## src/hw/feat_defs.svh

```systemverilog
// Feature-matching engine constants for vector layout, SRAM geometry and tags
`ifndef FEAT_DEFS_SVH
`define FEAT_DEFS_SVH

// Vector and beat layout
`define FEAT_W          256
`define MEM_W           64
`define BEATS_PER_FEAT  (`FEAT_W / `MEM_W)

// Signed lanes as seen by the scorer
`define LANE_W          8
`define LANES           (`FEAT_W / `LANE_W)

// SRAM geometry and fixed read pipeline depth
`define ADDR_W          10
`define SRAM_DEPTH      1024
`define READ_LAT        2

// Command tag, plus one requester-id bit on the SRAM side
`define TAG_W           8
`define MEM_TAG_W       (`TAG_W + 1)

// 32 products of 8x8 signed lanes fit in 21 signed bits
`define SCORE_W         21

`endif

```

## src/hw/feat_mem_pkg.sv

```systemverilog
// Memory-side transfer types for the feature SRAM read and load ports
`default_nettype none
`include "feat_defs.svh"

package feat_mem_pkg;

  // One word read, tag carries the requester id in its top bit
  typedef struct packed {
    logic [`ADDR_W-1:0]    addr;
    logic [`MEM_TAG_W-1:0] tag;
  } mem_rd_req_t;

  // Read return, tag echoes the request
  typedef struct packed {
    logic [`MEM_W-1:0]     data;
    logic [`MEM_TAG_W-1:0] tag;
  } mem_rd_rsp_t;

  // Load port write from outside
  typedef struct packed {
    logic [`ADDR_W-1:0] addr;
    logic [`MEM_W-1:0]  data;
  } mem_wr_req_t;

endpackage

`default_nettype wire

```

## src/hw/sram_read_arbiter.sv

```systemverilog
// Round-robin arbiter of two readers onto the SRAM read port, with response routing
`timescale 1ns/100ps
`default_nettype none
`include "feat_defs.svh"

module sram_read_arbiter (
  input  wire logic                        clk,
  input  wire logic                        rst,
  // Requester side
  input  wire feat_mem_pkg::mem_rd_req_t   req [2],
  input  wire logic [1:0]                  req_valid,
  output logic [1:0]                       req_ready,
  // SRAM side
  output feat_mem_pkg::mem_rd_req_t        sram_rd,
  output logic                             sram_rd_valid,
  input  wire logic                        sram_rd_ready,
  input  wire feat_mem_pkg::mem_rd_rsp_t   sram_rsp,
  input  wire logic                        sram_rsp_valid,
  // Routed responses
  output feat_mem_pkg::mem_rd_rsp_t        rsp [2],
  output logic [1:0]                       rsp_valid
);

  // Priority pointer, names the requester that wins a tie
  logic ptr_q;
  logic gnt;
  logic rsp_id;

  // ---------------------------------------------------------------------
  // Request path, purely combinational
  // ---------------------------------------------------------------------
  // Pointer holder wins if requesting, else the other one
  assign gnt           = req_valid[ptr_q] ? ptr_q : !ptr_q;
  assign sram_rd_valid = |req_valid;
  assign req_ready[0]  = sram_rd_ready && !gnt;
  assign req_ready[1]  = sram_rd_ready && gnt;

  always_comb begin
    sram_rd.addr = req[gnt].addr;
    // Requester id replaces the top tag bit
    sram_rd.tag  = {gnt, req[gnt].tag[`TAG_W-1:0]};
  end

  // Rotate after every granted beat so the loser goes next
  always_ff @(posedge clk) begin
    if (rst) begin
      ptr_q <= 1'b0;
    end else if (sram_rd_valid && sram_rd_ready) begin
      ptr_q <= !gnt;
    end
  end

  // ---------------------------------------------------------------------
  // Response path
  // ---------------------------------------------------------------------
  assign rsp_id       = sram_rsp.tag[`MEM_TAG_W-1];
  assign rsp_valid[0] = sram_rsp_valid && !rsp_id;
  assign rsp_valid[1] = sram_rsp_valid && rsp_id;

  // Both see the data, id bit stripped
  always_comb begin
    for (int i = 0; i < 2; i++) begin
      rsp[i].data = sram_rsp.data;
      rsp[i].tag  = {1'b0, sram_rsp.tag[`TAG_W-1:0]};
    end
  end

endmodule

`default_nettype wire

```

## config.mk

```make
export PLATFORM = sky130hd
export DESIGN_NAME = sram_read_arbiter
export DESIGN_NICKNAME = d
export VERILOG_FILES = /design/src/hw/feat_mem_pkg.sv /design/src/hw/sram_read_arbiter.sv
export VERILOG_INCLUDE_DIRS = /design/src /design/src/hw
export SDC_FILE = /design/constraint.sdc
export NUM_CORES = 1
export LEC_CHECK = 0
export ABC_CLOCK_PERIOD_IN_PS = 1300
export BUFFER_PORTS_ARGS = -buffer_cell sky130_fd_sc_hd__buf_2
export CAP_MARGIN = 20
export CORE_AREA = 2 2 112 114
export DETAILED_ROUTE_END_ITERATION = 12
export DIE_AREA = 0 0 114 116
export PLACE_DENSITY = 0.45
export SLEW_MARGIN = 20
export SYNTH_ARGS = -nofsm -noshare
export SYNTH_HDL_FRONTEND = slang
export SYNTH_SLANG_ARGS = --single-unit
```

## constraint.sdc

```tcl
create_clock -name clk -period 1.3 [get_ports clk]
set_input_delay 0.26 -clock clk [delete_from_list [all_inputs] [get_ports clk]]
set_output_delay 0.26 -clock clk [all_outputs]
set_load 0.005 [all_outputs]
```

# --- After elaboration in Yosys (flattened, before gate mapping) ---
# Index checks and enable logic that the tools add are counted.
word_totals:
  register_bits: 1
  output_inout_bits: 170
classes:
  order_cmp: 2
  n_mux: 6
  bitwise: 1
  reduce_logical: 9
ops:
  columns: ["cell", "count"]
  rows:
  - ["2-to-1 mux 19 bit", 3]
  - ["logical AND 1 bit", 5]
  - ["zero test 1 bit", 3]
  - ["2-to-1 mux 1 bit", 3]
  - [">= comparator 2 bit, second input constant", 1]
  - ["less-than comparator 1 x 2 -> 1 bit, second input constant", 1]
  - ["inverter 1 -> 2 bit", 1]
  - ["OR reduction 2 bit", 1]

# --- Longest topological paths before layout ---
logic_depth:
  ltp_word: 7
  ltp_mapped: 5

# --- Worst setup path after synthesis ---
# OpenSTA, ideal clock, no wires.
synth_path:
  path_type: "reg2out"
  start: "register ptr_q"
  end: "output sram_rd[0] (netlist bit)"
  t_arrival_ns: 1.091
  required_time_ns: 1.040
  slack_ns: -0.051
  stages_incl_launch_ff: 5
  n_path_buf: 1
  path_cell_list: "dfxtp_1 -> nor2_1 -> a21oi_2 -> buf_6 -> mux2_2"
synth_rtl:
  columns: ["element", "line_no", "source"]
  rows:
  - ["from (decl)", "sram_read_arbiter.sv:25", "logic ptr_q;"]
  - ["from (signal assigned)", "sram_read_arbiter.sv:49", "ptr_q <= !gnt;"]
  - ["to (decl)", "sram_read_arbiter.sv:14", "output feat_mem_pkg::mem_rd_req_t sram_rd,"]

==> impl_results.md <==
* Average instance area after synthesis at between 7 and 8 um^2
* Post-synthesis to final-layout area growth at -20.8%
* CTS clk-pin slew, worst paths at 0 ps
* Antenna Violating Nets Remaining at 0
* Final Hold Viols at 0
* Failing checks: negative setup slack
* Number of remaining DRC errors at 0
* Reg-to-reg setup timing slack at between 500 and 600 ps
* Data required, critical path at about 1000 ps
* Num ports at 287
* Fraction of final layout cells with drive strength greater than 1 at approximately nine tenths
* Effective utilization at floorplan at 11.9%
* Max rail drop VDD at around 0.086 mV
* Number of port buffers at 66
* Number of DRC markers after the initial detailed-route iteration at 3
* Leak Pwr at roughly 0.00056 uW
* Insertion delay of the later-clocked pin in the worst-skew pair at 0 ps
* Cell-by-cell trace of the critical path: nor2_4 > a21oi_2 > buf_4 > buf_8 > mux2_4 > buf_6
* Run status: finished, violations left
* Layout net count at about 230
* Number of antenna violations at the first check in global routing at 1
* Ys Warns at 0
* Total gr overflow at 0
* Proportion of synthesized chip area in sequential cells at between 1 and 1.5%
* Crit Reg-Reg Startpoint: ptr_q$_SDFFE_PP0P_
* Mean number of vias per cell at about 2.8
* CP max FO at 6
* Worst setup EP type: output pin
* Cell count of the worst hold path at 2
* Aggregate routed wire length at roughly 3500 um
* Placed inst area at 835 um^2
* Largest registers: ptr_q (1)
* Count of pins over their slew limit at 0
* Register with the highest flop count: ptr_q
* Antenna cell count at 0
* Rows at 40
* Post-route cell area at around 0.0011 mm^2
* Number of library cell types mapped by synthesis at 14
* Cell count of the worst reg-to-reg path at 3
* Crit path from: ptr_q$_SDFFE_PP0P_
* Largest stage delay, worst path at roughly 350 ps
* Terminating pin of the worst hold path: ptr_q$_SDFFE_PP0P_
* Power density relative to cell area at 429 mW/mm^2
* Hold-fix buffers at CTS at 0
* Final period util at 114%
* Highest attainable clock frequency at 676 MHz
* Overall track demand over capacity in global routing at approximately 4.3%
* Worst clock skew at 0 ps
* Detailed-routing iteration count for the pre-antenna-repair pass at 2
* Final min period at approximately 1500 ps
* Via count of the routed design at a little over 700
* Class of the tightest hold or removal check: in2reg
* Global placement routability congestion at ~0.6
* Final critical-path setup slack at -179 ps
* Die ar. at around 0.013 mm^2
* Vias in the first global route at roughly 730
* Final Core Density at 9.41%
* Die Ht at 116 um
* Detailed placer's ending HPWL at between 2000 and 3000 um
* Flip-flop count of the largest register after layout at 1
* Unrepaired setup endpoints after global routing: true
* CP max stage cell: sky130_fd_sc_hd__dfxtp_4
* First-pass GRT wire length at 4040 um
* Synthesized area at ~0.0014 mm^2
* Total negative slack for setup checks at -3150 ps
* Max-cap violations at 0
* Nature of the critical path startpoint: register
* Number of setup violations in the final report at 20
* Number of storage elements in the synthesis netlist at 1
* Type of the worst setup path: reg2out
* Number of instances in the synthesized netlist at 180
* Maximum number of pins on one net before global-route repair at 9
* Worst R2R End: ptr_q$_SDFFE_PP0P_
* Data arrival at the endpoint of the critical path at between 1000 and 1500 ps
* Placeable core area at between 0.01 and 0.015 mm^2
* Width of the die at roughly 110 um
* Hold Path Origin: rst
* Average wire length per cell after detail routing at approximately 14 um
## layout make-up
type	count	area [um^2]
fill	1370	10800
inverter	2	7.51
multi-input combinational	29	340
sequential	1	23.8
tap	147	184
timing repair buffer	76	566
## power by group
group | internal [uW] | total (uW) | leakage (uW) | switching (uW)
registers | 33.2 | 36.5 | 0.00000892 | 3.33
clock network | 0 | 0 | 0 | 0
logic | 300 | 445 | 0.000551 | 144
total | 334 | 481 | 0.000559 | 148
## worst max-delay path by stage
stage | cells after the start | endpoint
floorplan | 4 | sram_rd[0]
global placement | 5 | sram_rd[16]
detailed placement | 6 | sram_rd[2]
CTS | 6 | sram_rd[10]
global route | 6 | sram_rd[10]
finish | 6 | sram_rd[3]
## per-layer routing
metal,global-route usage [%],up-vias,part of all wire (%)
met5,0,-,0.37
met3,2.67,52,20
met2,9.80,119,54
met4,4.55,2,10
met1,1.10,281,16
li1,-,265,-
## kinds of logic (layout without fill, tap and decap cells)
| family | after synthesis | count (layout) | share of synthesized area, % |
|---|---|---|---|
| other | 1 | 2 | 0.265 |
| AOI/OAI and AO/OA | 3 | 3 | 1.59 |
| and+or+nand+nor | 6 | 6 | 2.30 |
| DFF | 1 | 1 | 1.41 |
| buffers and inverters | 151 | 78 | 80.1 |
| muxes | 18 | 18 | 14.3 |
## metrics by stage
step                      setup WS, ps  cells  power [uW]  hold WS [ps]
after floorplan                  -12.0    181         527           331
after global placement            -181    248         303           424
after detailed placement          -195    248         306           426
after CTS                         -171    255         479           423
after global routing              -216    255         508           430
final                             -179    255         481           423
## worst max-delay path, delay by kind of cell (launching register included)
kind                   cells  cell delay (ps)
AO/OA/AOI/OAI              1              120
AND/OR/NAND/NOR            1               30
multiplexers               1              310
buffers and inverters      3              400
flip-flops                 1              350
## timing repair
item,4_1_cts,5_1_grt
buffers inserted,6,2
pin swaps,2,0
endpoints found under the setup margin,18,21
gates cloned,1,0
resized for setup,49,4
## cell usage after synthesis
master                     number  area share, %
sky130_fd_sc_hd__buf_4        147             78
sky130_fd_sc_hd__mux2_2        17             14
sky130_fd_sc_hd__and2_1         2           0.88
sky130_fd_sc_hd__buf_6          2            1.6
sky130_fd_sc_hd__inv_1          2           0.53
sky130_fd_sc_hd__nor2_1         2           0.53
sky130_fd_sc_hd__a21oi_1        1           0.35
sky130_fd_sc_hd__a21oi_2        1           0.62
sky130_fd_sc_hd__a311oi_1       1           0.62
sky130_fd_sc_hd__conb_1         1           0.26
sky130_fd_sc_hd__dfxtp_1        1            1.4
sky130_fd_sc_hd__mux2_1         1           0.80
sky130_fd_sc_hd__nor2b_1        1           0.44
sky130_fd_sc_hd__or2_2          1           0.44
## layout by cell type, fill, tap and decap left out
master | synthesis | layout
sky130_fd_sc_hd__nor2_1 | 2 | 1
sky130_fd_sc_hd__buf_12 | 0 | 1
sky130_fd_sc_hd__buf_6 | 2 | 20
sky130_fd_sc_hd__a21oi_2 | 1 | 1
sky130_fd_sc_hd__mux2_4 | 0 | 18
sky130_fd_sc_hd__and2_1 | 2 | 2
sky130_fd_sc_hd__inv_1 | 2 | 1
sky130_fd_sc_hd__buf_8 | 0 | 3
sky130_fd_sc_hd__a21oi_1 | 1 | 1
sky130_fd_sc_hd__inv_2 | 0 | 1
sky130_fd_sc_hd__or2_2 | 1 | 1
sky130_fd_sc_hd__a311oi_1 | 1 | 1
sky130_fd_sc_hd__nor2_4 | 0 | 1
sky130_fd_sc_hd__buf_4 | 147 | 6
sky130_fd_sc_hd__buf_2 | 0 | 46
sky130_fd_sc_hd__conb_1 | 1 | 2
sky130_fd_sc_hd__nor2b_1 | 1 | 1
sky130_fd_sc_hd__dfxtp_4 | 0 | 1
No activity file was read; power rests on OpenSTA's default activity.
