$ cat config.mk
export PLATFORM = sky130hd
export DESIGN_NAME = feature_sram_burst_reader
export DESIGN_NICKNAME = d
export VERILOG_FILES = /design/src/hw/feat_mem_pkg.sv /design/src/hw/feat_vec_pkg.sv /design/src/hw/feature_sram_burst_reader.sv
export VERILOG_INCLUDE_DIRS = /design/src /design/src/hw
export SDC_FILE = /design/constraint.sdc
export NUM_CORES = 1
export LEC_CHECK = 0
export BUFFER_PORTS_ARGS = -buffer_cell sky130_fd_sc_hd__buf_2
export CORE_MARGIN = 2
export CORE_UTILIZATION = 50
export CTS_CLUSTER_DIAMETER = 150
export CTS_CLUSTER_SIZE = 20
export DETAILED_ROUTE_END_ITERATION = 16
export GPL_TIMING_DRIVEN = 0
export PLACE_DENSITY = 0.81
export SLEW_MARGIN = 0
export SYNTH_ARGS = -nofsm -noshare
export SYNTH_HDL_FRONTEND = slang
export SYNTH_SLANG_ARGS = --single-unit
$ cat constraint.sdc
create_clock -name clk -period 6.3 [get_ports clk]
set_input_delay 0.315 -clock clk [delete_from_list [all_inputs] [get_ports clk]]
set_output_delay 0.315 -clock clk [all_outputs]
set_load 0.01 [all_outputs]
$ cat src/hw/feat_defs.svh
// Feature-matching engine constants for vector layout, SRAM geometry and tags
`ifndef FEAT_DEFS_SVH
`define FEAT_DEFS_SVH

// Vector and beat layout
`define FEAT_W          256
`define MEM_W           64
`define BEATS_PER_FEAT  (`FEAT_W / `MEM_W)

// Signed lanes as seen by the scorer
`define LANE_W          8
`define LANES           (`FEAT_W / `LANE_W)

// SRAM geometry and fixed read pipeline depth
`define ADDR_W          10
`define SRAM_DEPTH      1024
`define READ_LAT        2

// Command tag, plus one requester-id bit on the SRAM side
`define TAG_W           8
`define MEM_TAG_W       (`TAG_W + 1)

// 32 products of 8x8 signed lanes fit in 21 signed bits
`define SCORE_W         21

`endif

$ cat src/hw/feat_mem_pkg.sv
// Memory-side transfer types for the feature SRAM read and load ports
`default_nettype none
`include "feat_defs.svh"

package feat_mem_pkg;

  // One word read, tag carries the requester id in its top bit
  typedef struct packed {
    logic [`ADDR_W-1:0]    addr;
    logic [`MEM_TAG_W-1:0] tag;
  } mem_rd_req_t;

  // Read return, tag echoes the request
  typedef struct packed {
    logic [`MEM_W-1:0]     data;
    logic [`MEM_TAG_W-1:0] tag;
  } mem_rd_rsp_t;

  // Load port write from outside
  typedef struct packed {
    logic [`ADDR_W-1:0] addr;
    logic [`MEM_W-1:0]  data;
  } mem_wr_req_t;

endpackage

`default_nettype wire

$ cat src/hw/feat_vec_pkg.sv
// Feature command, vector, reader output and score types
`default_nettype none
`include "feat_defs.svh"

package feat_vec_pkg;

  // Burst command into a reader
  typedef struct packed {
    logic [`ADDR_W-1:0] addr;
    logic [15:0]        beats;
    logic [`TAG_W-1:0]  tag;
  } feat_cmd_t;

  // One signed feature lane
  typedef logic signed [`LANE_W-1:0] lane_t;

  // Same 256 bits, written as beats by the reader, read as lanes by the scorer
  // Beat 0 and lane 0 both sit at the low end
  typedef union packed {
    logic [`BEATS_PER_FEAT-1:0][`MEM_W-1:0] beat;
    lane_t [`LANES-1:0]                     lane;
  } feat_vec_u;

  // Reader output
  typedef struct packed {
    feat_vec_u         vec;
    logic [`TAG_W-1:0] tag;
  } feat_out_t;

  // Dot product result, tag follows the query
  typedef struct packed {
    logic signed [`SCORE_W-1:0] value;
    logic [`TAG_W-1:0]          tag;
  } score_t;

endpackage

`default_nettype wire

$ cat src/hw/feature_sram_burst_reader.sv
// Burst reader that fetches one feature vector word by word and holds it for output
`timescale 1ns/100ps
`default_nettype none
`include "feat_defs.svh"

module feature_sram_burst_reader (
  input  wire logic                        clk,
  input  wire logic                        rst,
  // Burst command
  input  wire feat_vec_pkg::feat_cmd_t     cmd,
  input  wire logic                        cmd_valid,
  output logic                             cmd_ready,
  // Per-beat SRAM read
  output feat_mem_pkg::mem_rd_req_t        mem_rd,
  output logic                             mem_rd_valid,
  input  wire logic                        mem_rd_ready,
  input  wire feat_mem_pkg::mem_rd_rsp_t   mem_rsp,
  input  wire logic                        mem_rvalid,
  // Packed vector out
  output feat_vec_pkg::feat_out_t          feat,
  output logic                             feat_valid,
  input  wire logic                        feat_ready
);

  typedef enum logic [1:0] {S_IDLE, S_ISSUE, S_WAIT, S_OUT} state_t;

  localparam int          IDX_W     = $clog2(`BEATS_PER_FEAT);
  localparam logic [15:0] BEATS_MAX = 16'(`BEATS_PER_FEAT);

  state_t                  state_q;
  state_t                  state_d;
  logic [`ADDR_W-1:0]      addr_q;
  logic [15:0]             beats_q;
  logic [15:0]             issue_cnt_q;
  logic [15:0]             data_cnt_q;
  logic [`TAG_W-1:0]       tag_q;
  feat_vec_pkg::feat_vec_u buf_q;
  logic                    cmd_fire;
  logic                    mem_fire;
  logic                    out_fire;
  logic                    last_issue;
  logic                    last_data;

  // One burst at a time, new command only when idle
  assign cmd_ready  = (state_q == S_IDLE);
  assign cmd_fire   = cmd_valid && cmd_ready;
  assign mem_fire   = mem_rd_valid && mem_rd_ready;
  assign out_fire   = feat_valid && feat_ready;
  assign last_issue = mem_fire && (issue_cnt_q == beats_q - 16'd1);
  // Returns may have gaps, so completion counts mem_rvalid
  assign last_data  = mem_rvalid && (data_cnt_q == beats_q - 16'd1);

  // ---------------------------------------------------------------------
  // FSM
  // ---------------------------------------------------------------------
  always_comb begin
    state_d = state_q;
    case (state_q)
      S_IDLE:  if (cmd_fire)   state_d = S_ISSUE;
      S_ISSUE: if (last_issue) state_d = S_WAIT;
      S_WAIT:  if (last_data)  state_d = S_OUT;
      S_OUT:   if (out_fire)   state_d = S_IDLE;
      default: state_d = S_IDLE;
    endcase
  end

  always_ff @(posedge clk) begin
    if (rst) begin
      state_q     <= S_IDLE;
      issue_cnt_q <= '0;
      data_cnt_q  <= '0;
    end else begin
      state_q <= state_d;
      if (cmd_fire) begin
        issue_cnt_q <= '0;
        data_cnt_q  <= '0;
      end else begin
        if (mem_fire) begin
          issue_cnt_q <= issue_cnt_q + 16'd1;
        end
        // Beats past the vector still count toward completion
        if (mem_rvalid) begin
          data_cnt_q <= data_cnt_q + 16'd1;
        end
      end
    end
  end

  // ---------------------------------------------------------------------
  // Command latch, address walk and beat packing
  // ---------------------------------------------------------------------
  always_ff @(posedge clk) begin
    if (cmd_fire) begin
      addr_q  <= cmd.addr;
      // Zero beats runs as a single beat
      beats_q <= (cmd.beats == 16'd0) ? 16'd1 : cmd.beats;
      tag_q   <= cmd.tag;
      // Unread beats of a short burst stay zero
      buf_q   <= '0;
    end else begin
      if (mem_fire) begin
        addr_q <= addr_q + 1'b1;
      end
      // Little-endian, beat n lands at bits n*64 upward
      if (mem_rvalid && (data_cnt_q < BEATS_MAX)) begin
        buf_q.beat[data_cnt_q[IDX_W-1:0]] <= mem_rsp.data;
      end
    end
  end

  // ---------------------------------------------------------------------
  // Outputs
  // ---------------------------------------------------------------------
  assign mem_rd_valid = (state_q == S_ISSUE);
  // Vector held steady in S_OUT until taken
  assign feat_valid   = (state_q == S_OUT);

  always_comb begin
    mem_rd.addr = addr_q;
    // Top bit is the requester id, filled in by the arbiter
    mem_rd.tag  = {1'b0, tag_q};
    feat.vec    = buf_q;
    feat.tag    = tag_q;
  end

endmodule

`default_nettype wire

### Word level (Yosys, flattened, before mapping)

Cells that the tools add are included.

| word-level totals | value |
|---|---|
| bits in registers | 324 |
| input bits | 113 |
| word-level logic and storage cells | 45 |

| operators by class | value |
|---|---|
| eq/ne operators | 9 |
| order comparisons | 3 |
| reductions and logical operators | 12 |
| $add $sub $neg | 4 |
| mux-type cells | 10 |

Operator list:

| cell | number |
|---|---|
| $bwmux W256 | 1 |
| $demux W64 S2 | 1 |
| $mux W64 | 1 |
| $add A16 B1 Y16 const B | 2 |
| $eq A16 B16 Y1 | 2 |
| $mux W10 | 2 |
| $logic_not A16 Y1 | 1 |
| $lt A16 B3 Y1 const B | 1 |
| $sub A16 B1 Y16 const B | 1 |
| $add A10 B1 Y10 const B | 1 |
| $mux W2 | 4 |
| $pmux W2 S4 | 1 |
| $logic_and A1 B1 Y1 | 7 |
| $ne A2 B1 Y1 const B | 3 |
| $eq A2 B2 Y1 const B | 2 |
| $reduce_and A4 Y1 | 1 |
| $lt A2 B3 Y1 const B | 1 |
| $eq A2 B1 Y1 const B | 1 |
| $ge A2 B1 Y1 const B | 1 |
| $logic_not A2 Y1 | 1 |
| $ne A2 B2 Y1 const B | 1 |
| $reduce_bool A2 Y1 | 1 |
| $reduce_or A2 Y1 | 1 |

### Logic depth before layout (Yosys ltp)

| logic depth | value |
|---|---|
| depth after elaboration | 5 |
| mapped depth | 10 |

### Least setup slack after synthesis

Ideal clock, no wire load.

| timing | value |
|---|---|
| path type | reg2reg |
| start | register beats_q[0] |
| end | register state_q[0] |
| cell stages (with the launch flop) | 10 |
| slack | 3.448 ns |
| arrival time | 2.736 ns |
| library setup time | 0.116 ns |
| path through | edfxtp_1 > inv_1 > ha_1 > or4b_4 > nor4_2 > xnor2_1 > nand4_1 > or4_4 > a211o_1 > o211a_1 |

| between the ends | value |
|---|---|
| word-level cells in the longest chain between the ends | 5 |
| elaborated cells on any way between the ends | 8 |

Ends and longest elaborated chain:

| item | line | source |
|---|---|---|
| from (decl) | feature_sram_burst_reader.sv:33 | `logic [15:0] beats_q;` |
| from (signal assigned) | feature_sram_burst_reader.sv:96 | `beats_q <= (cmd.beats == 16'd0) ? 16'd1 : cmd.beats;` |
| $sub A16 B1 Y16 (*) | feature_sram_burst_reader.sv:49, feature_sram_burst_reader.sv:51 |  |
| $eq A16 B16 Y1, on equally long branches | feature_sram_burst_reader.sv:51, feature_sram_burst_reader.sv:49 |  |
| $logic_and A1 B1 Y1, on equally long branches | feature_sram_burst_reader.sv:51, feature_sram_burst_reader.sv:49 |  |
| $ne A2 B2 Y1 (no line) / $ne A2 B1 Y1 (equally long branches) | n/a |  |
| $reduce_and A4 Y1 (no line) (*) | n/a |  |
| to (signal assigned) | feature_sram_burst_reader.sv:73 | `state_q <= state_d;` |
| to (decl) | feature_sram_burst_reader.sv:30 | `state_t state_q;` |

Every way passes the cells marked *; elsewhere a longest branch is shown, timed or not.
A chain may end at the register's enable or synchronous reset.

### Worst setup path after layout

Same ends and word-level chain as after synthesis.

==> summary.md <==
• finished, final reports clean — result of the run
• 23.28% — Syn-to-layout area delta
• 0 — total congestion overflow after global routing
• beats_q[0] — worst hold path endpoint
• 11.72k — vias in the first global route
• 1 — maximum level of the CTS H-tree
• 2.012 mW — switching component of the power
• 64850 µm — global-route wire length before repair
• 5.437 — drt via density
• 399 — ports placed on the boundary
• 0.6278 — final design utilization
• 2325 — number of standard cells in the final layout excluding fillers
• 3.71 ns — Crit path arrival time
• 58 — row count
• 0 ns — Total Negative Setup Slacks
• dfxtp_1 45%, nand2_1 16%, a21oi_1 10% — dominant cells by area after synthesis
• 0.4514 — Yosys top cell area share
• 18.54 µm — final routed wire length divided by cell count
• 0.2209 — fraction of final layout cells sized beyond drive strength 1
• built — CTS tree
• 0.9022 ns — measured slew at the worst slew-check pin
• nand2_1 — most common library cell in the layout ignoring fill and taps
• 25250 µm² — Std-Cell Core Area
• 2170 — number of fill cells in the layout
• 3.288 ns — final critical delay including setup and external delays
• 3.593 mW — P_int
• 64 — Distinct cells, synth
• 3.045 ns — worst slack after detailed placement
• 0.473 — portion of total power attributed to sequential cells
• state_q[0] — critical register-to-register path endpoint
• 0.296 — Comb power frac
• 16970 µm — WL met1
• 2110 — Post-layout nets
• 0.3935 — worst max-slew margin expressed relative to the limit
• 324 — Num Clock Sinks
• 0.5219 — share of the cycle needed by the critical path after routing
• 0.3072 — Total Routing Usage GR
• 1693 — net count after synthesis
• 2 — antenna violations before repair
• met4 — highest routing layer actually used
• 0 — max_cap viols
• 43120 µm — wirelength, routed
• 0.2902 mV — Max VDD drop
• 0.5093 — initial cell density of the core
• no — unrepaired setup endpoints after global routing
• 0 — Final ANT Viol Nets
• 0 — post-cts resize count
• 0.09 ns — clock transition time at the flip-flop clock pins of the worst setup and hold paths
• 8 — DRT Pass-1 Iters
• flop — kind of capture point of the worst setup path
• 324 — Yosys reg bits
• dfxtp_1 — most frequently used flop master after synthesis
• 34 — pin count of the biggest net entering global routing
• 0 — number of design rule violations left after detail routing
• 20 — Inserted Clock Buffers
• 2 — number of instances on the worst hold path
• primary input to flop — type of the tightest min-delay check
• 34 — Post-synth EDFFs
• 304.1 MHz — Fmax achieved
• 9 — worst reg2reg path depth
• 0 — post-synthesis async set-or-reset flop share
• 0 — Yosys warning count
• 164.4 µm — floorplan die height
• 8.197 µm² — average cell area after synthesis
• 12860 µm² — Mapped Area
• 1116 — starting DRC count in detailed routing
• 3 — clock buffer depth
• 0.5308 — Seq/Total Area, Yosys
• 4078 µm — length of routed met3 wiring
• 0.04245 ns — hold slack final
• 15860 µm² — final design instance area without fill
• 387 — count of buffers inserted at the top-level ports
• 0.3590 — switching portion of total power
• 164.4 µm — DIE WIDTH
• 0 — final setup violation count
• 5.606 mW — Power Total
• 557 x nand2_1, 388 x buf_2, 290 x dfxtp_1 — most frequent cells in the layout
• flop to flop — class of the most critical setup path
• 12.64k — detailed-route via count
• 0 — hold violation count in the final report
• 0.231 — part of the total power dissipated in the clock network
• 3.012 ns — final critical-path setup slack
• cmd[8] — Worst Hold Launch
• 20180 µm — Met2 Routed Length
• flop — crit start category
• 27020 µm² — area of the die
• 353.5 nW/µm² — power density over the cells
• dfxtp_1 — cell type contributing the most total cell area after synthesis
• 2286 — DP Cell Count
• 1569 — Mapped Cells
• 0.53 ns — later-pin clock latency in the skew report
• 32160 µm — half-perimeter wire length of the detailed placement result
• 6 — worst-path fanout max
• 15210 µm² — Cell Area, Placed
• 6.72 ns — critical path required time
• beats_q[0] — beginning of the worst register-to-register path
• 0 — pins over their slew limit
• 0.02070 ns — post-route clock skew
• clkbuf_16 — clock root buffer
• 6.618 nW — Static Leakage
• 0.9510 — routability congestion estimate from global placement
• 3.01 ns — slack of the worst reg-to-reg path
[layout make-up]
class / count / area, µm² / share of cell area
Antenna cell: 3 / 7.507 / 0.0004735
Sequential cell: 324 / 6827 / 0.4306
Clock inverter: 2 / 32.53 / 0.002052
Multi-Input combinational cell: 1100 / 5433 / 0.3426
Clock buffer: 26 / 523.0 / 0.03299
Timing Repair Buffer: 395 / 2017 / 0.1272
Inverter: 19 / 71.32 / 0.004498
Buffer: 126 / 531.8 / 0.03354
Tap cell: 330 / 412.9 / 0.02604
[metal layers]
| metal | vias up | GRT usage |
|---|---|---|
| met4 | 0 | 0.1174 |
| met1 | 5900 | 0.3912 |
| li1 | 5993 | - |
| met2 | 631 | 0.5110 |
| met5 | - | 0 |
| met3 | 117 | 0.06781 |
[sequential cells by signal, indices dropped and copies added (netlist names)]
signal and count:
issue_cnt_q 16, addr_q 10, data_cnt_q 16, buf_q 256, state_q 2, beats_q 16, tag_q 8
[how the worst max path moves through the flow]
| stage | from | to | slack [ns] | cells after the start |
|---|---|---|---|---|
| 3_5_place_dp | beats_q[0] | state_q[0] | 3.04 | 9 |
| 6_report | beats_q[0] | state_q[0] | 3.01 | 9 |
| 3_3_place_gp | beats_q[0] | state_q[0] | 3.10 | 9 |
| 4_1_cts | beats_q[0] | state_q[0] | 3.02 | 9 |
| 2_1_floorplan | beats_q[0] | state_q[0] | 3.45 | 9 |
| 5_1_grt | beats_q[0] | state_q[1] | 2.87 | 9 |
[critical path, stage by stage, from the launching register on]
cell and delay [ns]:
edfxtp_1 0.56, inv_1 0.11, ha_1 0.23, or4b_4 0.54, nor4_2 0.41, xnor2_1 0.21
nand4_1 0.12, or4_4 0.59, a211o_1 0.31, o211a_1 0.12
[cell families after synthesis]
logic type | after synthesis | synth area share
AO/OA/AOI/OAI | 322 | 0.1351
XOR/XNOR | 64 | 0.04358
flip-flops | 324 | 0.5308
multiplexers | 4 | 0.003210
other | 1 | 0.0002916
buffers and inverters | 145 | 0.04679
adder cells (fa/ha/maj) | 11 | 0.01070
AND/OR/NAND/NOR | 698 | 0.2295
[synthesized netlist by cell type, types with 2 or more instances]
master and number:
a41oi_1 2, o211ai_1 2, and2_1 7, nor4_2 2
a21oi_1 266, nor2b_1 3, ha_1 11, and4_1 2
xnor2_1 34, o2111ai_1 3, o31ai_1 5, a21o_1 2
nand3_1 18, clkbuf_1 106, or4b_4 2, edfxtp_1 34
buf_1 7, xor2_1 30, mux2i_1 3, a32oi_1 2
nand2b_1 5, a21boi_0 2, or2_2 2, or4_4 5
nor2_1 38, buf_6 3, a31oi_1 2, or3_1 6
nand3b_1 2, o22ai_1 2, inv_1 19, nor3b_1 5
and3_1 9, dfxtp_1 290, nand4_1 12, o21ai_0 19
nand2_1 557, nor3_1 5, nor4b_1 3, buf_4 9
nor4_1 10
[power groups by stage]
| stage | Sequential (mW) | Combinational, mW | Clock, mW |
|---|---|---|---|
| 2_1_floorplan | 2.80 | 0.797 | 0 |
| 3_3_place_gp | 2.67 | 1.60 | 0 |
| 3_5_place_dp | 2.69 | 1.64 | 0 |
| 4_1_cts | 2.64 | 1.65 | 1.31 |
| 5_1_grt | 2.68 | 1.81 | 1.37 |
| 6_report | 2.65 | 1.66 | 1.30 |
[what timing repair did]
| item | 4_1_cts | 5_1_grt |
|---|---|---|
| hold buffers | 8 | 0 |
| endpoints found under the hold margin | 8 | 0 |
| setup buffers | 0 | 0 |
No activity file was read; power rests on OpenSTA's default activity.
